$ cat config.mk
export PLATFORM = sky130hd
export DESIGN_NAME = clint_timer
export DESIGN_NICKNAME = d
export VERILOG_FILES = /design/src/common/soc_bus_pkg.sv /design/src/logic/clint_timer.sv
export SDC_FILE = /design/constraint.sdc
export NUM_CORES = 1
export LEC_CHECK = 0
export BUFFER_PORTS_ARGS = -buffer_cell sky130_fd_sc_hd__clkbuf_2
export CAP_MARGIN = 20
export CELL_PAD_IN_SITES_DETAIL_PLACEMENT = 1
export CELL_PAD_IN_SITES_GLOBAL_PLACEMENT = 1
export CORE_ASPECT_RATIO = 1.25
export CORE_MARGIN = 10
export CORE_UTILIZATION = 25
export CTS_CLUSTER_DIAMETER = 200
export DETAILED_ROUTE_END_ITERATION = 12
export PLACE_DENSITY = 0.58
export REMOVE_ABC_BUFFERS = 1
export SYNTH_ARGS = -nofsm -noshare
export SYNTH_HDL_FRONTEND = slang
export SYNTH_SLANG_ARGS = --single-unit
$ cat constraint.sdc
create_clock -name clk_i -period 5.5 [get_ports clk_i]
set_input_delay 0.825 -clock clk_i [delete_from_list [all_inputs] [get_ports clk_i]]
set_output_delay 0.825 -clock clk_i [all_outputs]
set_load 0.005 [all_outputs]
$ cat src/common/soc_bus_pkg.sv
package soc_bus_pkg;

    localparam int ADDR_W = 32;
    localparam int DATA_W = 32;
    localparam int STRB_W = DATA_W / 8;

    // address bits 31:28 of the device region
    localparam logic [3:0] DEV_NIBBLE = 4'hA;

    // byte offset of the upper mtime word
    localparam logic [3:0] CLINT_HI_OFS = 4'h4;

    typedef enum logic [1:0] {
        OKAY   = 2'b00,
        EXOKAY = 2'b01,
        SLVERR = 2'b10,
        DECERR = 2'b11
    } resp_e;

    typedef enum logic [1:0] {
        ST_IDLE  = 2'b00,
        ST_ISSUE = 2'b01,
        ST_WAIT  = 2'b10,
        ST_RESP  = 2'b11
    } arb_state_e;

    typedef enum logic {
        SRC_FETCH = 1'b0,
        SRC_LSU   = 1'b1
    } req_src_e;

    typedef struct packed {
        logic [ADDR_W-1:0] addr;
    } ar_req_t;

    typedef struct packed {
        logic [ADDR_W-1:0] addr;
        logic [DATA_W-1:0] data;
        logic [STRB_W-1:0] strb;
    } w_req_t;

    typedef struct packed {
        logic [DATA_W-1:0] data;
        resp_e             resp;
    } r_rsp_t;

    typedef struct packed {
        resp_e resp;
    } b_rsp_t;

endpackage
$ cat src/logic/clint_timer.sv
`timescale 1ns/1ps

module clint_timer (
    input  logic                 clk_i,
    input  logic                 rst_i,
    input  logic                 ar_valid_i,
    input  soc_bus_pkg::ar_req_t ar_i,
    output logic                 ar_ready_o,
    output logic                 r_valid_o,
    output soc_bus_pkg::r_rsp_t  r_o,
    input  logic                 r_ready_i
);
    import soc_bus_pkg::*;

    logic [63:0]       mtime;
    logic              ar_hs;
    logic              hi_sel;
    logic              r_valid_q;
    logic [DATA_W-1:0] r_data_q;

    assign ar_ready_o = !r_valid_q;
    assign ar_hs      = ar_valid_i && ar_ready_o;
    assign hi_sel     = ar_i.addr[$bits(CLINT_HI_OFS)-1:0] == CLINT_HI_OFS;

    always_ff @(posedge clk_i) begin
        if (rst_i) begin
            mtime     <= '0;
            r_valid_q <= 1'b0;
        end else begin
            mtime <= mtime + 64'd1;
            if (ar_hs) begin
                r_valid_q <= 1'b1;
            end else if (r_ready_i) begin
                r_valid_q <= 1'b0;
            end
        end
    end

    // sampled at the handshake, later ticks don't move it
    always_ff @(posedge clk_i) begin
        if (ar_hs) begin
            r_data_q <= hi_sel ? mtime[63:32] : mtime[31:0];
        end
    end

    assign r_valid_o = r_valid_q;
    assign r_o.data  = r_data_q;
    assign r_o.resp  = OKAY;

endmodule

==> results.json <==
{
  "status": "completed",
  "dieArea_sq_um": 23900,
  "place_ws_ns": 2.86,
  "worstPathRequired_ns": 5.78,
  "cts.htree.levels": 3,
  "track_usage_pct": 10.0,
  "cp_cell_sequence": "ha_1 -> nand4_2 -> nor3_4 -> nand4_1 -> or3_1 -> a21oi_1",
  "synth.top_cells.by_area": "dfxtp_1 29%, edfxtp_1 21%, mux2_2 7.0%, xnor2_1 4.6%, nor2_1 3.8%",
  "arrival_ns": 2.89,
  "fp.dieH_microns": 171,
  "grtUsageMet1_pct": 11.0,
  "pwr_density_cell_nw_per_um2": 272,
  "wl_mm": 11.7,
  "synth_edf_count": 32,
  "dp_hpwl_mm": 8.35,
  "crit_fanout": 12,
  "synth_top_area_share_pct": 28.7,
  "grt_start_max_net_pins": 66,
  "port-buffer-count": 41,
  "synth.avg_cell_area_sq_um": 10.3,
  "hold_path_class": "flip-flop to flip-flop",
  "end_kind": "flip-flop",
  "drt_iter0_markers": 150,
  "synthesis.area_sq_um": 4530,
  "core-area_sq_um": 18000,
  "async_reset_ff_share_pct": 0,
  "grt_pass1_vias": 3612,
  "skew_ns": 0.00546,
  "drv_slew": 0,
  "n_antenna_cell": 0,
  "hold_viol": 0,
  "cts.sinks": 97,
  "area_delta_synth_final_pct": 16.4,
  "grt-ovfl-total": 0,
  "clock-root-buffer": "clkbuf_16",
  "setup_viol": 0,
  "antenna_found_initial": 0,
  "grt_pass1_wl_mm": 19.3,
  "cap_violations": 0,
  "setup_slack_ns": 2.89,
  "yosysUniqueCellTypes": 39,
  "vias_per_cell": 4.77,
  "slowest_delay_ns": 0.58,
  "cts.path.max_buffers": 2,
  "route.detailed.drc": 0,
  "synth-seq-area-share_pct": 49.9,
  "clkTransAtPathRegs_ns": 0.07,
  "yosysWarningCount": 0,
  "fin_nets": 512,
  "fin_crit_sh_pct": 47.5,
  "num_vias": 3376,
  "ctsHoldBuffers": 0,
  "cts_setup_buffers": 0,
  "worstSetupStartpointType": "flip-flop",
  "max_freq_mhz": 383,
  "slowest_stage": "nor3_4",
  "cts_tree": "built",
  "ys_ff_latch": 97,
  "crit_buf_inv": 0,
  "place_inst": 691,
  "cts_resized": 0,
  "gp_congestion": 0.787,
  "grtUsageMet3_pct": 2.66,
  "synth_top_area_cell": "dfxtp_1",
  "vdd_drop_max_v": 0.000156,
  "detail-route-antenna-nets": 0,
  "finalCriticalPeriod_ns": 2.61,
  "start_util_pct": 25.2,
  "detail_route.wl_per_cell_microns": 16.6,
  "drt-pass1-iter-count": 4,
  "layout-drive-gt1-share_pct": 23.3,
  "die-width_microns": 140,
  "maxSlewHeadroom_pct": 42.0,
  "io_pins": 72,
  "fin_tns_setup_ns": 0,
  "ys.flop_type": "dfxtp_1",
  "synthCells": 438,
  "grt_use_met2_pct": 18.1,
  "rows": 55,
  "cts_made_buffers": 9,
  "crit_type": "flip-flop to flip-flop",
  "tightest_slew_ns": 0.863,
  "cpLargestDelayFamily": "simple AND/OR/NAND/NOR gates",
  "grt_setup_unrepaired": "no",
  "busiest_layer": "met2",
  "stdcell_count": 708,
  "clkLatencyLatePin_ns": 0.35,
  "p_leak_nw": 1.87
}
## worst paths after layout
| path | start | slack, ns | endpoint | cells after the start |
|---|---|---|---|---|
| worst min-delay path | mtime[63] | 0.51 | mtime[63] | 2 |
| worst max-delay path | mtime[0] | 2.89 | mtime[56] | 6 |
| worst min register to register | mtime[63] | 0.51 | mtime[63] | 2 |
| worst max register to register | mtime[0] | 2.89 | mtime[56] | 6 |
## layout by cell type, fill, tap and decap left out, types with 5 or more instances in the layout
cell,synthesis,routed
mux2_2,28,28
dfxtp_1,65,65
nand4_1,16,16
nand3_1,22,22
o21ai_0,25,25
edfxtp_1,32,32
nor3_1,11,11
nand2_1,26,26
clkbuf_16,0,10
nor4_2,6,6
inv_1,8,8
and3_1,9,9
a21oi_1,23,23
xnor2_1,24,24
clkbuf_2,0,41
xor2_1,15,15
nor2_1,46,46
and2_1,5,5
or3_1,22,22
and4_1,8,8
## routing by layer
| metal | wire, microns | vias up | share of wire (%) |
|---|---|---|---|
| met2 | 6120 | 37 | 52 |
| met1 | 5020 | 1677 | 43 |
| li1 | - | 1649 | - |
| met5 | 0 | - | 0 |
| met3 | 410 | 13 | 3.5 |
| met4 | 195 | 0 | 1.7 |
## cells in the mapped netlist (all sizes together) (8+ instances only)
master / n
dfxtp: 65
nor4: 8
o21ai: 25
nand4: 24
a21oi: 23
xor2: 15
inv: 8
and4: 9
nor2: 46
nor3: 13
clkbuf: 11
nand3: 22
buf: 8
mux2: 28
nand2: 27
xnor2: 24
or3: 22
and3: 11
edfxtp: 32
## power by group
group	switching [mW]	internal, mW	leakage (nW)
Sequential	0.00769	0.754	0.843
Clock	0.268	0.357	0.153
Combinational	0.0298	0.0200	0.878
Total	0.305	1.13	1.87
## per-stage QoR
stage	hold WS (ns)	utilization (%)	area [sq um]	power [mW]
final	0.506	29.4	5280	1.44
after global routing	0.543	29.4	5280	1.49
after CTS	0.505	29.2	5250	1.46
after global placement	0.476	27.5	4950	0.827
after floorplan	0.446	-	4420	0.793
after detailed placement	0.494	27.5	4950	0.827
## area by class of cell
class                      count  area (sq um)
clock buffer                  12           278
fill                        2024         12700
clock inverter                 4          23.8
tap                          228           285
timing repair buffer          44           248
sequential                    97          2260
multi-input combinational    315          2150
inverter                       8          30.0
## flip-flops by register name, indices dropped and copies added (netlist names)
| signal | flops |
|---|---|
| mtime | 64 |
| r_valid_o | 1 |
| r_data_q | 32 |
## worst reg2reg max path: stages (launching register included)
cell,delay [ns]
dfxtp_1,0.46
ha_1,0.27
nand4_2,0.22
nor3_4,0.59
nand4_1,0.41
or3_1,0.45
a21oi_1,0.15
## kinds of logic after synthesis
family	after synthesis	synth area share (%)
AND/OR/NAND/NOR	194	26.3
flip-flops	97	49.9
AO/OA/AOI/OAI	51	5.80
XOR/XNOR	39	7.54
multiplexers	28	6.96
buffers and inverters	27	3.12
adder cells (fa/ha/maj)	1	0.276
other	1	0.0827
Power figures use the tool's default switching activity.
