==> config.mk <==
export PLATFORM = sky130hd
export DESIGN_NAME = bus_arbiter
export DESIGN_NICKNAME = d
export VERILOG_FILES = /design/src/common/soc_bus_pkg.sv /design/src/arbiter/bus_arbiter.sv
export SDC_FILE = /design/constraint.sdc
export NUM_CORES = 1
export LEC_CHECK = 0
export BUFFER_PORTS_ARGS = -buffer_cell sky130_fd_sc_hd__buf_2
export CORE_AREA = 2 2 156 158
export CTS_CLUSTER_SIZE = 30
export DETAILED_ROUTE_END_ITERATION = 10
export DIE_AREA = 0 0 158 160
export PLACE_DENSITY_LB_ADDON = 0.05
export SYNTH_ARGS = -nofsm -noshare
export SYNTH_HDL_FRONTEND = slang
export SYNTH_SLANG_ARGS = --single-unit
==> constraint.sdc <==
create_clock -name clk_i -period 4.3 [get_ports clk_i]
set_input_delay 0.43 -clock clk_i [delete_from_list [all_inputs] [get_ports clk_i]]
set_output_delay 0.43 -clock clk_i [all_outputs]
set_load 0.005 [all_outputs]
==> src/common/soc_bus_pkg.sv <==
package soc_bus_pkg;

    localparam int ADDR_W = 32;
    localparam int DATA_W = 32;
    localparam int STRB_W = DATA_W / 8;

    // address bits 31:28 of the device region
    localparam logic [3:0] DEV_NIBBLE = 4'hA;

    // byte offset of the upper mtime word
    localparam logic [3:0] CLINT_HI_OFS = 4'h4;

    typedef enum logic [1:0] {
        OKAY   = 2'b00,
        EXOKAY = 2'b01,
        SLVERR = 2'b10,
        DECERR = 2'b11
    } resp_e;

    typedef enum logic [1:0] {
        ST_IDLE  = 2'b00,
        ST_ISSUE = 2'b01,
        ST_WAIT  = 2'b10,
        ST_RESP  = 2'b11
    } arb_state_e;

    typedef enum logic {
        SRC_FETCH = 1'b0,
        SRC_LSU   = 1'b1
    } req_src_e;

    typedef struct packed {
        logic [ADDR_W-1:0] addr;
    } ar_req_t;

    typedef struct packed {
        logic [ADDR_W-1:0] addr;
        logic [DATA_W-1:0] data;
        logic [STRB_W-1:0] strb;
    } w_req_t;

    typedef struct packed {
        logic [DATA_W-1:0] data;
        resp_e             resp;
    } r_rsp_t;

    typedef struct packed {
        resp_e resp;
    } b_rsp_t;

endpackage
==> src/arbiter/bus_arbiter.sv <==
`timescale 1ns/1ps

module bus_arbiter (
    input  logic                 clk_i,
    input  logic                 rst_i,

    input  logic                 fetch_ar_valid_i,
    input  soc_bus_pkg::ar_req_t fetch_ar_i,
    output logic                 fetch_ar_ready_o,
    output logic                 fetch_r_valid_o,
    output soc_bus_pkg::r_rsp_t  fetch_r_o,
    input  logic                 fetch_r_ready_i,

    input  logic                 lsu_ar_valid_i,
    input  soc_bus_pkg::ar_req_t lsu_ar_i,
    output logic                 lsu_ar_ready_o,
    output logic                 lsu_r_valid_o,
    output soc_bus_pkg::r_rsp_t  lsu_r_o,
    input  logic                 lsu_r_ready_i,

    input  logic                 lsu_w_valid_i,
    input  soc_bus_pkg::w_req_t  lsu_w_i,
    output logic                 lsu_w_ready_o,
    output logic                 lsu_b_valid_o,
    output soc_bus_pkg::b_rsp_t  lsu_b_o,
    input  logic                 lsu_b_ready_i,

    output soc_bus_pkg::ar_req_t slv_ar_o,
    output logic                 mem_ar_valid_o,
    input  logic                 mem_ar_ready_i,
    input  logic                 mem_r_valid_i,
    input  soc_bus_pkg::r_rsp_t  mem_r_i,
    output logic                 mem_r_ready_o,
    output logic                 clint_ar_valid_o,
    input  logic                 clint_ar_ready_i,
    input  logic                 clint_r_valid_i,
    input  soc_bus_pkg::r_rsp_t  clint_r_i,
    output logic                 clint_r_ready_o,

    output soc_bus_pkg::w_req_t  slv_w_o,
    output logic                 mem_w_valid_o,
    input  logic                 mem_w_ready_i,
    input  logic                 mem_b_valid_i,
    input  soc_bus_pkg::b_rsp_t  mem_b_i,
    output logic                 mem_b_ready_o,
    output logic                 uart_w_valid_o,
    input  logic                 uart_w_ready_i,
    input  logic                 uart_b_valid_i,
    input  soc_bus_pkg::b_rsp_t  uart_b_i,
    output logic                 uart_b_ready_o
);
    import soc_bus_pkg::*;

    function automatic logic in_dev_region(input logic [ADDR_W-1:0] addr);
        return addr[ADDR_W-1 -: $bits(DEV_NIBBLE)] == DEV_NIBBLE;
    endfunction

    arb_state_e rd_state;
    req_src_e   rd_src;
    logic       rd_dev;
    ar_req_t    rd_req;
    r_rsp_t     rd_rsp;
    logic       rd_slv_ready;
    logic       rd_slv_valid;
    logic       rd_req_ready;

    arb_state_e wr_state;
    logic       wr_dev;
    w_req_t     wr_req;
    b_rsp_t     wr_rsp;
    logic       wr_slv_ready;
    logic       wr_slv_valid;

    // handshakes of the selected read slave and requester
    assign rd_slv_ready = rd_dev ? clint_ar_ready_i : mem_ar_ready_i;
    assign rd_slv_valid = rd_dev ? clint_r_valid_i : mem_r_valid_i;
    assign rd_req_ready = (rd_src == SRC_LSU) ? lsu_r_ready_i : fetch_r_ready_i;

    always_ff @(posedge clk_i) begin
        if (rst_i) begin
            rd_state <= ST_IDLE;
        end else begin
            case (rd_state)
                ST_IDLE: begin
                    if (lsu_ar_valid_i || fetch_ar_valid_i) begin
                        rd_state <= ST_ISSUE;
                    end
                end
                ST_ISSUE: begin
                    if (rd_slv_ready) begin
                        rd_state <= ST_WAIT;
                    end
                end
                ST_WAIT: begin
                    if (rd_slv_valid) begin
                        rd_state <= ST_RESP;
                    end
                end
                default: begin
                    if (rd_req_ready) begin
                        rd_state <= ST_IDLE;
                    end
                end
            endcase
        end
    end

    // lsu wins a tie, fetch keeps its valid up
    always_ff @(posedge clk_i) begin
        if (rd_state == ST_IDLE) begin
            if (lsu_ar_valid_i) begin
                rd_src <= SRC_LSU;
                rd_req <= lsu_ar_i;
                rd_dev <= in_dev_region(lsu_ar_i.addr);
            end else if (fetch_ar_valid_i) begin
                rd_src <= SRC_FETCH;
                rd_req <= fetch_ar_i;
                rd_dev <= in_dev_region(fetch_ar_i.addr);
            end
        end
        // data and resp captured together
        if (rd_state == ST_WAIT && rd_slv_valid) begin
            rd_rsp <= rd_dev ? clint_r_i : mem_r_i;
        end
    end

    assign fetch_ar_ready_o = rd_state == ST_IDLE;
    assign lsu_ar_ready_o   = rd_state == ST_IDLE;
    assign fetch_r_valid_o  = rd_state == ST_RESP && rd_src == SRC_FETCH;
    assign lsu_r_valid_o    = rd_state == ST_RESP && rd_src == SRC_LSU;
    assign fetch_r_o        = rd_rsp;
    assign lsu_r_o          = rd_rsp;

    assign slv_ar_o         = rd_req;
    assign mem_ar_valid_o   = rd_state == ST_ISSUE && !rd_dev;
    assign clint_ar_valid_o = rd_state == ST_ISSUE && rd_dev;
    assign mem_r_ready_o    = rd_state == ST_WAIT && !rd_dev;
    assign clint_r_ready_o  = rd_state == ST_WAIT && rd_dev;

    // writes come from the lsu only
    assign wr_slv_ready = wr_dev ? uart_w_ready_i : mem_w_ready_i;
    assign wr_slv_valid = wr_dev ? uart_b_valid_i : mem_b_valid_i;

    always_ff @(posedge clk_i) begin
        if (rst_i) begin
            wr_state <= ST_IDLE;
        end else begin
            case (wr_state)
                ST_IDLE: begin
                    if (lsu_w_valid_i) begin
                        wr_state <= ST_ISSUE;
                    end
                end
                ST_ISSUE: begin
                    if (wr_slv_ready) begin
                        wr_state <= ST_WAIT;
                    end
                end
                ST_WAIT: begin
                    if (wr_slv_valid) begin
                        wr_state <= ST_RESP;
                    end
                end
                default: begin
                    if (lsu_b_ready_i) begin
                        wr_state <= ST_IDLE;
                    end
                end
            endcase
        end
    end

    always_ff @(posedge clk_i) begin
        if (wr_state == ST_IDLE && lsu_w_valid_i) begin
            wr_req <= lsu_w_i;
            wr_dev <= in_dev_region(lsu_w_i.addr);
        end
        if (wr_state == ST_WAIT && wr_slv_valid) begin
            wr_rsp <= wr_dev ? uart_b_i : mem_b_i;
        end
    end

    assign lsu_w_ready_o  = wr_state == ST_IDLE;
    assign lsu_b_valid_o  = wr_state == ST_RESP;
    assign lsu_b_o        = wr_rsp;

    assign slv_w_o        = wr_req;
    assign mem_w_valid_o  = wr_state == ST_ISSUE && !wr_dev;
    assign uart_w_valid_o = wr_state == ST_ISSUE && wr_dev;
    assign mem_b_ready_o  = wr_state == ST_WAIT && !wr_dev;
    assign uart_b_ready_o = wr_state == ST_WAIT && wr_dev;

endmodule

==> results of run 1 <==
==> state kept, by name, summed over array words and instances (netlist names) <==
| register | cells |
|---|---|
| wr_dev | 1 |
| rd_src | 1 |
| rd_dev | 1 |
| rd_state | 2 |
| slv_ar_o | 32 |
| slv_w_o | 68 |
| wr_state | 2 |
| fetch_r_o | 34 |
| lsu_b_o | 2 |
==> final cells by class <==
cell class,count,area (sq um)
well taps,324,405
flip-flops and latches,143,4250
multi-input cells,120,1190
inverters,6,22.5
diodes,1,2.50
clock inverters,15,169
clock buffers,17,425
repair buffers,405,2030
fillers,2409,15300
==> critical path: stages, from the launching register on <==
cell and delay, ns:
dfxtp_1 0.35, inv_1 0.11, ha_1 0.22, nand2_1 0.10
inv_2 0.50, buf_4 0.58
==> cell usage in the layout, fill, tap and decap left out, types with 2 or more instances in the layout <==
cell       Yosys  final
edfxtp_1     139    139
and2b_2        3      3
ha_1           9      9
a21oi_1        2      2
inv_8          0      6
mux2i_1        7      7
nand2b_1       3      3
buf_2          5    403
and2_1         3      3
o21ai_0        2      2
nand2_1        4      4
and2_2         2      2
nor2b_1        4      3
nor2_1         3      3
dfxtp_1        4      4
clkbuf_16      0     17
buf_4         37      2
inv_6          0      3
clkinv_4       0      2
mux2_2        68     68
inv_1          6      5
==> report_power, final <==
| group | leakage (nW) | switching [mW] | internal [mW] | total, mW |
|---|---|---|---|---|
| registers | 1.35 | 0.0981 | 1.94 | 2.04 |
| logic | 2.09 | 0.555 | 0.483 | 1.04 |
| clock network | 0.290 | 0.669 | 0.831 | 1.50 |
==> metal layers <==
layer	wire [microns]	global-route usage (%)	up-vias
met1	6130	13.0	1878
li1	-	-	1910
met4	245	4.75	4
met5	24	0	-
met2	9900	26.2	230
met3	1750	5.48	17
==> cell families after synthesis <==
logic type	count (synthesis)	synth area share [%]
DFF	143	73.6
muxes	75	14.5
buffers and inverters	50	6.02
and+or+nand+nor	26	2.79
AOI/OAI and AO/OA	10	1.19
adders and majority gates	9	1.95
==> worst paths after layout <==
path                                     to        start  slack (ns)
worst max-delay path            slv_w_o[34]  wr_state[0]        2.04
worst min-delay path            slv_w_o[48]  lsu_w_i[48]        0.18
worst max register to register  slv_w_o[34]  wr_state[0]        2.04
worst min register to register  rd_state[1]  rd_state[1]        0.52
==> per-stage QoR <==
step                      cells  util (%)  area, sq um
after floorplan             313         -         5780
after detailed placement    998      33.2         7900
after global routing       1031      35.7         8500
final                      1031      35.7         8500
after CTS                  1030      35.7         8500
after global placement      998      33.2         7900
==> summary.md, run 1 <==
| Metric | Value |
|---|---|
| Via Count | 4039 |
| Final Net Count | 922 |
| Clk root buf | clkbuf_16 |
| Worst vdd ir | 0.226 mV |
| Synthesized Nets | 542 |
| Yosys warnings | 0 |
| Register area share after synthesis | 73.6% |
| Hold Fails Final Rpt | 0 |
| CP arrival | 2.32 ns |
| CTS max path bufs | 2 |
| Die width | 158 microns |
| Post-CTS setup buffer count | 0 |
| Maximum clock frequency | 442 MHz |
| Critical path required time | 4.35 ns |
| Leak pwr | 3.73 nW |
| Final setup viols | 0 |
| Max-Cap Viols | 0 |
| CP Max Fanout | 40 |
| DR DRC count | 0 |
| Reg clk slew, reported paths | 0.07 ns |
| Layout cells sized above 1 | 72.8% |
| Die height | 160 microns |
| DP Worst Slack | 1.74 ns |
| Area Overhead vs Synth | 47.0% |
| # IOs | 404 |
| GP Congestion | 0.778 |
| Clk sink count | 143 |
| PD cells | 538 mW/mm^2 |
| CTS tree | yes |
| Post-DR wirelength/cell | 17.5 microns |
| CP Class | register to register |
| #FFs+latches synth | 143 |
| Worst hold path class | primary input to register |
| Run status | complete, no violations |
| DP HPWL | 14.2 mm |
| CP Capture Type | register |
| DRT antenna net count | 0 |
| Pin count of the biggest net entering global routing | 41 |
| GRT Util Overall | 13.7% |
| Initial drt markers | 119 |
| Minimum clock period | 2.26 ns |
| Vias in the first global route | 4209 |
| Fin crit share | 52.7% |
| Max-slew headroom | 34.9% |
| Synth top cells by count | edfxtp_1 (139), mux2_2 (68), buf_4 (37) |
| Routed WL | 18.1 mm |
| Num CTS Buffers | 17 |
| Cell count of the worst reg-to-reg path | 5 |
| Post-synth top area cell | edfxtp_1 |
| Standard-cell rows | 57 |
| Synth Flop Type | edfxtp_1 |
| Syn Area/Cell | 18.5 sq um |
| Most instantiated library cell after synthesis | edfxtp_1 |
| Layout Skew | 0.00957 ns |
| Synth Cell Area | 0.00578 sq mm |
| Final worst slack | 2.04 ns |
| Fin. max-slew vios | 0 |
| Post-route setup TNS | 0 ns |
| Synth async-reset ratio | 0% |
| Overall Power | 4.57 mW |
| DIE AREA | 0.0253 sq mm |
| Area fraction of the dominant cell type after synthesis | 72.2% |
| Synth Instances | 313 |
| Slew @ Worst Pin | 0.975 ns |
| Synth top area cells | edfxtp_1 (72%), mux2_2 (13%), buf_4 (4.8%), ha_1 (1.9%), dfxtp_1 (1.4%) |
| PortBufs | 403 |
| EDFF count, synth | 139 |
| DRT Pass-1 Iters | 4 |
| First-pass GRT wire length | 25.1 mm |
| Worst hold slack | 0.183 ns |
| DR vias/cell | 3.92 |
| Antenna violations before repair | 3 |
| RSZ-0062 raised after global routing | false |
| Core ar. | 0.0238 sq mm |
| Startpoint Class | register |
| Clk_lat worst skew | 0.42 ns |
| H-tree depth | 4 |
| Hold path cells | 1 |
| Distinct cells, synth | 28 |
| Global route overflow | 0 |
| Starting Density | 24.3% |
| Post-cts resize count | 0 |
| Hold_buf cts | 0 |
(Power assumes the default switching activity.)
==> run 2, diff against run 1 <==
- CORE_AREA: 2 2 156 158 -> 2 2 157 159
- DIE_AREA: 0 0 158 160 -> 0 0 159 161
- clock period: 4.3 -> 2 ns (I/O delays scaled with it)
==> run 2 against run 1 <==
Against the previous run: sequential power increased by 120%; fmax increased by 36%; clock skew increased by 0.0044 ns; first-iteration DRC count increased by 61%; die area increased by 1.3%; combinational power increased by 140%; design area increased by 9.7%; register-to-register slack got worse by 1.7 ns; worst hold slack got worse by 0.15 ns; critical path type unchanged.
==> summary.md, run 2 (synthesized netlist as in run 1, its figures left out) <==
| Metric | Value |
|---|---|
| Final worst slack | 0.330 ns |
| Largest register FFs | 68 |
| First-pass GRT wire length | 27.1 mm |
| Minimum clock period | 1.67 ns |
| Routed WL | 18.7 mm |
| Hold_buf cts | 68 |
| # IOs | 404 |
| DR vias/cell | 3.95 |
| GRT Util Overall | 14.3% |
| Reg-to-Reg Start | wr_state[0] |
| Antenna violations before repair | 2 |
| Layout cells sized above 1 | 67.4% |
| CP Max Fanout | 4 |
| DIE AREA | 0.0256 sq mm |
| CP delay by family, top | compound AO/OA/AOI/OAI gates |
| Slew @ Worst Pin | 0.448 ns |
| Via Count | 4370 |
| Clk sink count | 143 |
| Worst setup path end | wr_state[0] |
| Reg2reg setup slack | 0.33 ns |
| Pin count of the biggest net entering global routing | 36 |
| Most frequent cells in the layout | buf_2 (403), edfxtp_1 (139), mux2_2 (68), dlygate4sd3_1 (68), clkbuf_16 (17) |
| CP Class | register to register |
| CP Capture Type | register |
| RSZ-0062 raised after global routing | false |
| Post-CTS setup buffer count | 0 |
| Run status | complete, no violations |
| Die width | 159 microns |
| DRT antenna net count | 0 |
| DR DRC count | 0 |
| PD cells | 1090 mW/mm^2 |
| CTS max path bufs | 2 |
| Worst hold path class | primary input to register |
| Max-slew headroom | 69.8% |
| Global route overflow | 0 |
| Fin. max-slew vios | 0 |
| Critical path required time | 2.30 ns |
| H-tree depth | 4 |
| DP HPWL | 14.5 mm |
| Die height | 161 microns |
| Reg2reg end | wr_state[0] |
| Overall Power | 10.2 mW |
| Area Overhead vs Synth | 61.3% |
| Worst vdd ir | 0.455 mV |
| GP Congestion | 0.869 |
| Fill cells | 2327 |
| CP Cell Sequence | inv_2, ha_4, nor2_1, o21ai_0, a311oi_1, a41o_2 |
| Fin crit share | 83.5% |
| DRT Pass-1 Iters | 4 |
| Critical Path Start | wr_state[0] |
| Core Util, Final | 38.9% |
| Starting Density | 24.1% |
| Max-Cap Viols | 0 |
| Most common cell after layout, fill and taps aside | buf_2 |
| Slowest cell on crit path | dfxtp_2 |
| Leak pwr | 4.06 nW |
| CTS tree | yes |
| PortBufs | 403 |
| Startpoint Class | register |
| Initial drt markers | 191 |
| Hold Fails Final Rpt | 0 |
| Vias in the first global route | 4676 |
| Layout Skew | 0.0140 ns |
| Crit path depth | 6 |
| Num CTS Buffers | 17 |
| DP Worst Slack | 0.346 ns |
| Reg clk slew, reported paths | 0.06 ns |
| Clk_lat worst skew | 0.42 ns |
| Cell count of the worst reg-to-reg path | 6 |
| Worst Path Buf+Inv | 1 |
| Worst hold slack | 0.0299 ns |
| CP arrival | 1.97 ns |
| Post-Place Cells | 1004 |
| Non-filler instance count after layout | 1105 |
| Final setup viols | 0 |
| Core ar. | 0.0240 sq mm |
| Post-DR wirelength/cell | 16.9 microns |
| Worst stage delay on the critical path | 0.37 ns |
| Standard-cell rows | 57 |
| Maximum clock frequency | 599 MHz |
| Clk root buf | clkbuf_16 |
| Final Net Count | 996 |
| Post-cts resize count | 0 |
[run 2: cell count changes in the layout (fill, tap and decap cells not counted), sizes merged]
cell,previous run,this run
buf,405,411
bufinv,1,2
clkbuf,17,18
clkinv,4,2
clkinvlp,1,4
dlygate4sd3,0,68
inv,15,12
[run 2: routing by layer]
| layer | vias up | wire [microns] | GRT usage [%] |
|---|---|---|---|
| met5 | - | 13 | 0 |
| met4 | 2 | 524 | 5.95 |
| met3 | 32 | 1780 | 6.06 |
| met2 | 248 | 10000 | 26.5 |
| met1 | 2028 | 6350 | 13.9 |
| li1 | 2060 | - | - |
[run 2: layout make-up]
class | count | area [sq um] | area share (%)
sequential | 143 | 4260 | 45.7
clock inverter | 14 | 175 | 1.88
tap | 324 | 405 | 4.35
timing repair buffer | 479 | 2820 | 30.3
inverter | 6 | 26.3 | 0.282
clock buffer | 18 | 429 | 4.60
multi-input combinational | 120 | 1210 | 13.0
antenna | 1 | 2.50 | 0.0268
[run 2: worst min path at each step]
stage	from	to	slack, ns	cells after the start
floorplan	rst_i	wr_state[1]	0.26	1
global placement	lsu_w_i[5]	slv_w_o[5]	0.38	1
detailed placement	lsu_w_i[46]	slv_w_o[46]	0.38	1
CTS	rst_i	wr_state[1]	0.01	2
global route	rst_i	wr_state[1]	0.02	2
finish	rst_i	wr_state[1]	0.03	2
[run 2: per-stage QoR]
step                area (sq um)  setup TNS, ns
floorplan                   5810         -0.639
global placement            8040              0
detailed placement          8040              0
CTS                         9320              0
global route                9320              0
finish                      9320              0
[run 2: report_power, final]
group / switching, mW / internal [mW]
Combinational: 1.26 / 1.27
Sequential: 0.231 / 4.16
Clock: 1.37 / 1.89
Total: 2.86 / 7.32
