`config.mk`:
```
export PLATFORM = sky130hd
export DESIGN_NAME = uart_tx_slave
export DESIGN_NICKNAME = d
export VERILOG_FILES = /design/src/common/soc_bus_pkg.sv /design/src/logic/uart_tx_slave.sv
export SDC_FILE = /design/constraint.sdc
export NUM_CORES = 1
export LEC_CHECK = 0
export BUFFER_PORTS_ARGS = -buffer_cell sky130_fd_sc_hd__buf_2
export CAP_MARGIN = 20
export CORE_MARGIN = 2
export CORE_UTILIZATION = 22
export DETAILED_ROUTE_END_ITERATION = 12
export PLACE_DENSITY = 0.82
export SKIP_LAST_GASP = 1
export SYNTH_ARGS = -nofsm -noshare
export SYNTH_HDL_FRONTEND = slang
export SYNTH_SLANG_ARGS = --single-unit
```
`constraint.sdc`:
```
create_clock -name clk_i -period 2.1 [get_ports clk_i]
set_clock_uncertainty 0.05 [all_clocks]
set_input_delay 0.42 -clock clk_i [delete_from_list [all_inputs] [get_ports clk_i]]
set_output_delay 0.42 -clock clk_i [all_outputs]
set_load 0.05 [all_outputs]
```
`src/common/soc_bus_pkg.sv`:
```
package soc_bus_pkg;

    localparam int ADDR_W = 32;
    localparam int DATA_W = 32;
    localparam int STRB_W = DATA_W / 8;

    // address bits 31:28 of the device region
    localparam logic [3:0] DEV_NIBBLE = 4'hA;

    // byte offset of the upper mtime word
    localparam logic [3:0] CLINT_HI_OFS = 4'h4;

    typedef enum logic [1:0] {
        OKAY   = 2'b00,
        EXOKAY = 2'b01,
        SLVERR = 2'b10,
        DECERR = 2'b11
    } resp_e;

    typedef enum logic [1:0] {
        ST_IDLE  = 2'b00,
        ST_ISSUE = 2'b01,
        ST_WAIT  = 2'b10,
        ST_RESP  = 2'b11
    } arb_state_e;

    typedef enum logic {
        SRC_FETCH = 1'b0,
        SRC_LSU   = 1'b1
    } req_src_e;

    typedef struct packed {
        logic [ADDR_W-1:0] addr;
    } ar_req_t;

    typedef struct packed {
        logic [ADDR_W-1:0] addr;
        logic [DATA_W-1:0] data;
        logic [STRB_W-1:0] strb;
    } w_req_t;

    typedef struct packed {
        logic [DATA_W-1:0] data;
        resp_e             resp;
    } r_rsp_t;

    typedef struct packed {
        resp_e resp;
    } b_rsp_t;

endpackage
```
`src/logic/uart_tx_slave.sv`:
```
`timescale 1ns/1ps

module uart_tx_slave (
    input  logic                clk_i,
    input  logic                rst_i,
    input  logic                w_valid_i,
    input  soc_bus_pkg::w_req_t w_i,
    output logic                w_ready_o,
    output logic                b_valid_o,
    output soc_bus_pkg::b_rsp_t b_o,
    input  logic                b_ready_i,
    output logic                tx_valid_o,
    output logic [7:0]          tx_byte_o
);
    import soc_bus_pkg::*;

    logic       w_hs;
    logic       b_valid_q;
    logic       tx_valid_q;
    logic [7:0] tx_byte_q;

    // no new write until the previous response is taken
    assign w_ready_o = !b_valid_q;
    assign w_hs      = w_valid_i && w_ready_o;

    always_ff @(posedge clk_i) begin
        if (rst_i) begin
            b_valid_q  <= 1'b0;
            tx_valid_q <= 1'b0;
        end else begin
            // single cycle strobe only when lane 0 is written
            tx_valid_q <= w_hs && w_i.strb[0];
            if (w_hs) begin
                b_valid_q <= 1'b1;
            end else if (b_ready_i) begin
                b_valid_q <= 1'b0;
            end
        end
    end

    always_ff @(posedge clk_i) begin
        if (w_hs) begin
            tx_byte_q <= w_i.data[7:0];
        end
    end

    assign tx_valid_o = tx_valid_q;
    assign tx_byte_o  = tx_byte_q;
    assign b_valid_o  = b_valid_q;
    assign b_o.resp   = OKAY;

endmodule

```
==> results of run 1 <==
-- area by class of cell --
cell class,instances,area [um2],share of cell area (%)
flip-flops and latches,10,280.3,56.71
clock buffers,4,26.28,5.316
multi-input cells,6,45.04,9.114
well taps,16,20.02,4.051
inverters,2,7.507,1.519
repair buffers,23,115.1,23.29
-- routing by layer --
metal	wire (um)	track usage [%]	share of wire, %
met1	198	6.085	34
met2	299	11.47	51
met4	0	1.818	0
met3	83	7.500	14
met5	0	0	0
-- stage by stage --
step | utilization [%] | cells
after floorplan | - | 20
after global placement | 31.43 | 57
after detailed placement | 31.43 | 57
after CTS | 33.19 | 61
after global routing | 33.19 | 61
final | 33.19 | 61
-- sequential cells by signal, indices dropped and copies added, names as in the netlist --
| register | count |
|---|---|
| b_valid_o | 1 |
| tx_valid_o | 1 |
| tx_byte_o | 8 |
-- cells by family after synthesis --
group	Yosys count	synth area share, %
flops	10	81.45
compound gates	1	1.453
buf+inv	4	6.545
simple gates	3	9.454
other cells	1	1.090
-- worst register-to-register path, delay by kind of cell, from the launching register on --
kind	cells	cell delay, ps
flops	1	330
buf+inv	1	250
simple gates	1	150
-- cell usage after synthesis --
| cell | n |
|---|---|
| nand2b_4 | 1 |
| nor3b_2 | 1 |
| a21oi_1 | 1 |
| edfxtp_1 | 8 |
| dfxtp_1 | 2 |
| inv_1 | 2 |
| nand2b_1 | 1 |
| buf_4 | 2 |
| conb_1 | 1 |
-- worst paths after layout --
check,endpoint,depth (start not counted)
worst max register to register,tx_byte_o[6]$_DFFE_PP_,2
worst min register to register,b_valid_o$_SDFFE_PP0P_,2
worst min-delay path,tx_byte_o[3]$_DFFE_PP_,1
worst max-delay path,b_valid_o,1
-- report_power, final --
group / total [mW] / leakage, nW / switching (mW) / internal, mW
Combinational: 0.0864 / 0.119 / 0.0662 / 0.0202
Sequential: 0.231 / 0.0933 / 0.00336 / 0.228
Clock: 0.131 / 0.0150 / 0.0584 / 0.0731
Total: 0.449 / 0.228 / 0.128 / 0.321
==> impl_metrics.yaml, run 1 <==
final_layout:
  diodes: 0
  design_area_um2: 494.2
  nets: 118
  fillers: 151
  layout_commonest_cell: "buf_2"
  drive_above_1_share_pct: 62.22
  final_cell_mix: "23 x buf_2, 8 x edfxtp_1, 3 x clkbuf_4"
  area_growth_pct: 43.64
outcome:
  status: "complete, no violations"
placed_design:
  port_buffers: 23
  placed_area_um2: 467.9
  post-place-ws_ps: 863.0
  dp_hpwl_um: 477.7
  gp_congestion: 0.6118
worst_setup_path:
  reg2reg_slack_ps: 990
  r2r-start: "b_valid_o$_SDFFE_PP0P_"
  cp.required_ps: 1630
  critPathBufInv: 1
  end_kind: "primary output"
  setup.worst_path.class: "reg2out"
  start_kind: "flop"
  slowest_stage: "dfxtp_1"
  worstPathCellList: "buf_2"
  cp-startpoint: "b_valid_o$_SDFFE_PP0P_"
  crit_family: "flip-flops"
  crit_path_max_fanout: 4
  critPathMaxStageDelay_ps: 360
  arrival_ps: 900
run:
  maxCapViolCount: 0
synth:
  synth_seq_area_share_pct: 81.45
  ys_warn_count: 0
  ys_ff_latch: 10
  yosysUniqueCellTypes: 9
  yosysTopAreaCellShare_pct: 69.82
  synth.avg_cell_area_um2: 18.11
  synth.largest_area_cell: "edfxtp_1"
  yosys-top-cells-area: "edfxtp_1 70%, dfxtp_1 12%, buf_4 4.4%, nand2b_4 4.0%, nor3b_2 3.6%"
  syn-cell-area_um2: 344.1
  syn_inst: 19
routing:
  drc: 0
  antenna_left: 0
  firstDrtPassIters: 3
  viasPerCell: 3.656
  routed_wl_um: 581
  wl_per_cell_um: 9.525
  vias: 223
  drtIter0Drc: 4
clocking:
  clock-sinks: 10
  cts_max_level: 1
  cts_setup_buffers: 0
  clock_path_buffers: 2
  cts_buffers: 3
  postCtsResizedCells: 0
  clock_latency_ps: 250
  root_buffer: "clkbuf_4"
  cts_hold_buffers: 0
  clkTransAtPathRegs_ps: 60
  cts_tree: "yes"
floorplanning:
  num_io_pins: 85
  start_util_pct: 23.11
  core_area_um2: 1489
  die_y_um: 43.55
  dieArea_um2: 1896
  num_rows: 14
  die_w_um: 43.55
global_routing:
  antenna_found_initial: 0
  grt_max_degree: 9
  grt_pass1_wl_um: 897
  grt_use_total_pct: 7.168
  grt-ovfl-total: 0
  grt_pass1_vias: 226
sta:
  fin_crit_sh_pct: 65.18
  finalSetupViolations: 0
  finalHoldWorstSlack_ps: 282.0
  rsz0062_at_grt: "false"
  fmax_mhz: 730.6
  fin_ws_ps: 731.2
  layout_min_cycle_time_ps: 1369
  drv_slew: 0
  setup_tns_ps: 0
  hold_viol_final: 0
pwr:
  powerDensity_nw_per_um2: 908.2
  p_leak_nw: 0.2277
  total_power_mw: 0.4489
  vdd_drop_max_v: 0.0002925
worst_hold_path:
  min_from: "w_i[7]"
  hold_path.class: "in2reg"
No activity file was read; power rests on OpenSTA's default activity.
==> run 2: changes to the inputs <==
--- a/config.mk
+++ b/config.mk
@@ -5,12 +5,14 @@
 export SDC_FILE = /design/constraint.sdc
 export NUM_CORES = 1
 export LEC_CHECK = 0
+export ABC_AREA = 1
 export BUFFER_PORTS_ARGS = -buffer_cell sky130_fd_sc_hd__buf_2
 export CAP_MARGIN = 20
+export CORE_ASPECT_RATIO = 0.8
 export CORE_MARGIN = 2
-export CORE_UTILIZATION = 22
+export CORE_UTILIZATION = 21
 export DETAILED_ROUTE_END_ITERATION = 12
-export PLACE_DENSITY = 0.82
+export PLACE_DENSITY = 0.78
 export SKIP_LAST_GASP = 1
 export SYNTH_ARGS = -nofsm -noshare
 export SYNTH_HDL_FRONTEND = slang
==> constraint.sdc (replaced) <==
create_clock -name clk_i -period 1.35 [get_ports clk_i]
set_clock_uncertainty 0.05 [all_clocks]
set_input_delay 0.27 -clock clk_i [delete_from_list [all_inputs] [get_ports clk_i]]
set_output_delay 0.27 -clock clk_i [all_outputs]
set_load 0.05 [all_outputs]
==> run 2 against run 1 <==
Non-clock buffer count unchanged; critical path depth unchanged; sequential power up 56%; largest cell class unchanged; area after synthesis up 1.1%; cell area up 2.8%; first-iteration DRC count up 75%; cell count up 16%; largest power group unchanged; sequential cell count unchanged.
==> impl_metrics.yaml, run 2 <==
worst_setup_path:
  reg2reg_slack_ps: 270
  worst-r2r-cell-count: 1
  arrival_ps: 930
  cp.required_ps: 1030
  worstPathCellList: "buf_2"
  setup.worst_path.class: "reg2out"
  crit_path_max_fanout: 4
  timing.rr.end: "tx_byte_o[2]$_DFFE_PP_"
  critPathBufInv: 1
  end_kind: "primary output"
  crit_family: "flip-flops"
  slowest_stage: "dfxtp_1"
  r2r-start: "b_valid_o$_SDFFE_PP0P_"
  start_kind: "flop"
  critPathMaxStageDelay_ps: 390
clocking:
  root_buffer: "clkbuf_4"
  cts_buffers: 3
  cts_max_level: 1
  clock-sinks: 10
  clock_latency_ps: 250
  clock_path_buffers: 2
  clkTransAtPathRegs_ps: 60
  cts_setup_buffers: 0
  postCtsResizedCells: 0
  cts_hold_buffers: 0
  cts_tree: "yes"
worst_hold_path:
  min_from: "rst_i"
  hold_depth: 2
  hold_path.class: "in2reg"
  holdPathEnd: "tx_valid_o$_SDFF_PP0_"
global_routing:
  grt_max_degree: 9
  grt_pass1_vias: 207
  grt_pass1_wl_um: 786
  antenna_found_initial: 0
  grt-ovfl-total: 0
  grt_use_total_pct: 5.630
floorplanning:
  core_area_um2: 1594
  num_rows: 13
  start_util_pct: 21.82
  die_y_um: 40.40
  num_io_pins: 85
  die_w_um: 49.50
  dieArea_um2: 2000
placed_design:
  dp_hpwl_um: 499.1
  port_buffers: 23
  placed_area_um2: 481.7
  gp_congestion: 0.5380
routing:
  drtIter0Drc: 7
  vias: 247
  dr.max_layer_used: "met3"
  wl_per_cell_um: 8.338
  routed_wl_um: 592
  met3WireLength_um: 51
  wl_met1_um: 245
  wl_met2_um: 296
  viasPerCell: 3.479
  drc: 0
  antenna_left: 0
  firstDrtPassIters: 6
final_layout:
  diodes: 0
  final_cell_mix: "23 x buf_2, 8 x edfxtp_1, 3 x inv_1, 3 x clkbuf_4"
  largest_reg_flops: 8
  fillers: 177
  design_area_um2: 508.0
  nets: 122
  layout_commonest_cell: "buf_2"
  drive_above_1_share_pct: 61.22
  area_growth_pct: 46.04
synth:
  synth_ff_type: "edfxtp_1"
  yosysUniqueCellTypes: 11
  synthTopCellsByCount: "8 x edfxtp_1, 3 x inv_1, 2 x buf_4, 2 x dfxtp_1, 2 x nand3_1"
  yosys-top-cells-area: "edfxtp_1 69%, dfxtp_1 12%, buf_4 4.3%, inv_1 3.2%, nand3_1 2.9%"
  async_flop_share_pct: 0
  synth.avg_cell_area_um2: 15.12
  syn_inst: 23
  ys_warn_count: 0
  synth.largest_area_cell: "edfxtp_1"
  syn-cell-area_um2: 347.8
  ys_ff_latch: 10
  synth_edf_count: 8
  yosysTopAreaCellShare_pct: 69.06
  yosysMostFrequentCell: "edfxtp_1"
  synth_seq_area_share_pct: 80.58
sta:
  fin_crit_sh_pct: 92.90
  rsz0062_at_grt: "false"
  fmax_mhz: 797.4
  hold_viol_final: 0
  finalSetupViolations: 0
  setup_tns_ps: 0
  layout_min_cycle_time_ps: 1254
  drv_slew: 0
pwr:
  p_leak_nw: 0.2406
  powerDensity_nw_per_um2: 1382
  vdd_drop_max_v: 0.0003732
run:
  maxCapViolCount: 0
outcome:
  status: "complete, no violations"
run 2: cell types whose count changed in the layout (fill, tap and decap cells not counted), sizes merged, moves of 2 or more:
cell    previous run  this run
nand3              0         3
inv                2         4
nand2b             2         0
nor2               0         2
run 2: through the flow:
stage | setup slack, ps | instances | util, % | hold WS, ps | total power, mW
global route | 39.53 | 71 | 31.87 | 125.5 | 0.7307
floorplan | 88.89 | 24 | - | 286.9 | 0.4762
CTS | 80.36 | 71 | 31.87 | 120.9 | 0.7179
global placement | 211.8 | 67 | 30.22 | 396.6 | 0.5093
detailed placement | 195.6 | 67 | 30.22 | 398.8 | 0.5116
finish | 95.85 | 71 | 31.87 | 130.8 | 0.7022
run 2: power breakdown:
| part | switching [mW] | internal (mW) |
|---|---|---|
| Sequential | 0.00605 | 0.355 |
| Combinational | 0.112 | 0.0306 |
| Clock | 0.0925 | 0.106 |
run 2: how the worst max path moves through the flow:
stage,start,endpoint,slack (ps),cells after the start
floorplan,b_valid_o$_SDFFE_PP0P_,b_valid_o$_SDFFE_PP0P_,90,3
global placement,w_valid_i,tx_byte_o[3]$_DFFE_PP_,210,3
detailed placement,w_valid_i,tx_byte_o[5]$_DFFE_PP_,200,3
CTS,b_valid_o$_SDFFE_PP0P_,b_valid_o,80,1
global route,b_valid_o$_SDFFE_PP0P_,b_valid_o,40,1
finish,b_valid_o$_SDFFE_PP0P_,b_valid_o,100,1
run 2: cell families (layout without fill, tap and decap cells):
| logic type | count (synthesis) | in the layout | synth area share [%] |
|---|---|---|---|
| simple gates | 6 | 6 | 9.712 |
| other cells | 1 | 2 | 1.078 |
| buf+inv | 6 | 31 | 8.631 |
| flops | 10 | 10 | 80.58 |
run 2: final cells by class:
cell class                 count  area (um2)  area share [%]
multi-input combinational      8       43.79           8.621
clock buffer                   3       22.52           4.433
timing repair buffer          23       115.1           22.66
tap                           22       27.53           5.419
inverter                       4       15.01           2.956
sequential                    10       280.3           55.17
clock inverter                 1       3.754          0.7389
run 2: per-layer routing:
| layer | vias to the layer above | GRT usage [%] |
|---|---|---|
| met3 | 0 | 1.493 |
| li1 | 122 | - |
| met1 | 110 | 6.054 |
| met2 | 15 | 9.122 |
| met5 | - | 0 |
| met4 | 0 | 6.250 |
==> run 3: changes to the inputs <==
--- a/config.mk
+++ b/config.mk
@@ -6,7 +6,7 @@
 export NUM_CORES = 1
 export LEC_CHECK = 0
 export ABC_AREA = 1
-export BUFFER_PORTS_ARGS = -buffer_cell sky130_fd_sc_hd__buf_2
+export BUFFER_PORTS_ARGS = -buffer_cell sky130_fd_sc_hd__clkbuf_2
 export CAP_MARGIN = 20
 export CORE_ASPECT_RATIO = 0.8
 export CORE_MARGIN = 2
==> constraint.sdc (replaced) <==
create_clock -name clk_i -period 1.3 [get_ports clk_i]
set_clock_uncertainty 0.05 [all_clocks]
set_input_delay 0.26 -clock clk_i [delete_from_list [all_inputs] [get_ports clk_i]]
set_output_delay 0.26 -clock clk_i [all_outputs]
set_load 0.05 [all_outputs]
==> run 3 against run 2 <==
Count of clock-buffer cells in the layout stayed put; sequential cell count did not move; die area unchanged; wire length is 0.51% lower; total power grew 4.8%; global-route usage increased by 0.86 points; non-clock buffer count up 1; sequential power is 4% higher; largest cell class unchanged; clock power is 5% higher; critical path type unchanged; setup slack got worse by 24 ps; cell area increased by 2.2%; critical path depth grew 1.
==> impl_metrics.yaml, run 3 (same netlist as run 2, synthesis figures left out) <==
clocking:
  clock-sinks: 10
  cts_buffers: 3
  root_buffer: "clkbuf_4"
  clock_latency_ps: 250
  cts_setup_buffers: 0
  cts_max_level: 1
  cts_tree: "yes"
  clock_path_buffers: 2
  clkTransAtPathRegs_ps: 60
final_layout:
  layout_commonest_cell: "clkbuf_2"
  fillers: 184
  largest_reg_flops: 8
  area_growth_pct: 49.28
  drive_above_1_share_pct: 64.00
  fin_cells: 72
  design_area_um2: 519.2
  final_cell_mix: "21 x clkbuf_2, 8 x edfxtp_1, 4 x clkbuf_4, 3 x inv_1"
  nets: 123
  diodes: 0
worst_setup_path:
  crit_path_max_fanout: 4
  cp-startpoint: "b_valid_o$_SDFFE_PP0P_"
  slowest_stage: "dfxtp_2"
  critPathMaxStageDelay_ps: 340
  arrival_ps: 920
  start_kind: "flop"
  crit_family: "flip-flops"
  critPathBufInv: 2
  end_kind: "primary output"
  setup.worst_path.class: "reg2out"
  worstPathCellList: "inv_2, buf_2"
  cp.required_ps: 990
  r2r-start: "b_valid_o$_SDFFE_PP0P_"
pwr:
  vdd_drop_max_v: 0.0003987
  p_leak_nw: 0.2495
  powerDensity_nw_per_um2: 1417
global_routing:
  antenna_found_initial: 0
  use_met3_pct: 2.612
  grt-busiest-layer: "met2"
  use_met1_pct: 6.546
  grt_pass1_vias: 227
  grt_max_degree: 9
  gr-usage-met2_pct: 10.81
  grt_use_total_pct: 6.487
  grt_pass1_wl_um: 903
  grt-ovfl-total: 0
sta:
  fmax_mhz: 814.0
  setup_tns_ps: 0
  hold_viol_final: 0
  fin_crit_sh_pct: 94.50
  finalSetupViolations: 0
  layout_min_cycle_time_ps: 1229
  drv_slew: 0
  fin_ws_ps: 71.48
  rsz0062_at_grt: "false"
placed_design:
  port_buffers: 23
  placed_area_um2: 489.2
  placed_cells: 68
  gp_congestion: 0.5414
  dp_hpwl_um: 495.6
  post-place-ws_ps: 288.1
worst_hold_path:
  min_from: "rst_i"
  hold_path.class: "in2reg"
routing:
  drtIter0Drc: 4
  routed_wl_um: 589
  antenna_left: 0
  viasPerCell: 3.556
  drc: 0
  firstDrtPassIters: 3
  wl_per_cell_um: 8.181
  vias: 256
floorplanning:
  core_area_um2: 1594
  num_rows: 13
  dieArea_um2: 2000
  start_util_pct: 21.82
  num_io_pins: 85
  die_y_um: 40.40
  die_w_um: 49.50
outcome:
  status: "complete, no violations"
run:
  maxCapViolCount: 0
[run 3: cell count changes in the layout (fill, tap and decap cells not counted)]
cell	change
buf_2	-22
buf_4	+1
clkbuf_2	+21
clkbuf_4	+1
dfxtp_1	-1
dfxtp_2	+1
[run 3: metal layers]
metal  vias to the layer above  part of all wire [%]
li1                        125                     -
met1                       116                    40
met2                        15                    52
met3                         0                   8.0
met4                         0                     0
met5                         -                     0
[run 3: final timing paths]
kind / endpoint / slack, ps / depth (start not counted)
max: w_ready_o / 70 / 2
min reg2reg: b_valid_o$_SDFFE_PP0P_ / 460 / 2
max reg2reg: tx_byte_o[5]$_DFFE_PP_ / 360 / 2
min: tx_valid_o$_SDFF_PP0_ / 120 / 2
[run 3: stage by stage]
| stage | total power [mW] | util [%] | hold WS (ps) |
|---|---|---|---|
| floorplan | 0.4945 | - | 276.9 |
| global route | 0.7719 | 32.57 | 110.6 |
| detailed placement | 0.5352 | 30.69 | 388.6 |
| CTS | 0.7518 | 32.50 | 113.7 |
| global placement | 0.5325 | 30.69 | 387.0 |
| finish | 0.7359 | 32.57 | 123.0 |
[run 3: layout make-up]
cell class	count	area, um2	area share (%)
clock buffers	3	22.52	4.337
clock inverters	1	3.754	0.7229
inverters	4	15.01	2.892
multi-input cells	8	43.79	8.434
flip-flops and latches	10	281.5	54.22
well taps	22	27.53	5.301
repair buffers	24	125.1	24.10
[run 3: timing repair]
item,in CTS,in global routing
gates resized for setup,1,2
hold buffers,0,0
gates cloned,0,0
endpoints found under the setup margin,1,1
hold endpoints to repair,0,0
[run 3: report_power, final]
group,total [mW],switching (mW),internal [mW]
sequential,0.377,0.00774,0.369
combinational,0.151,0.115,0.0356
clock,0.208,0.0972,0.110
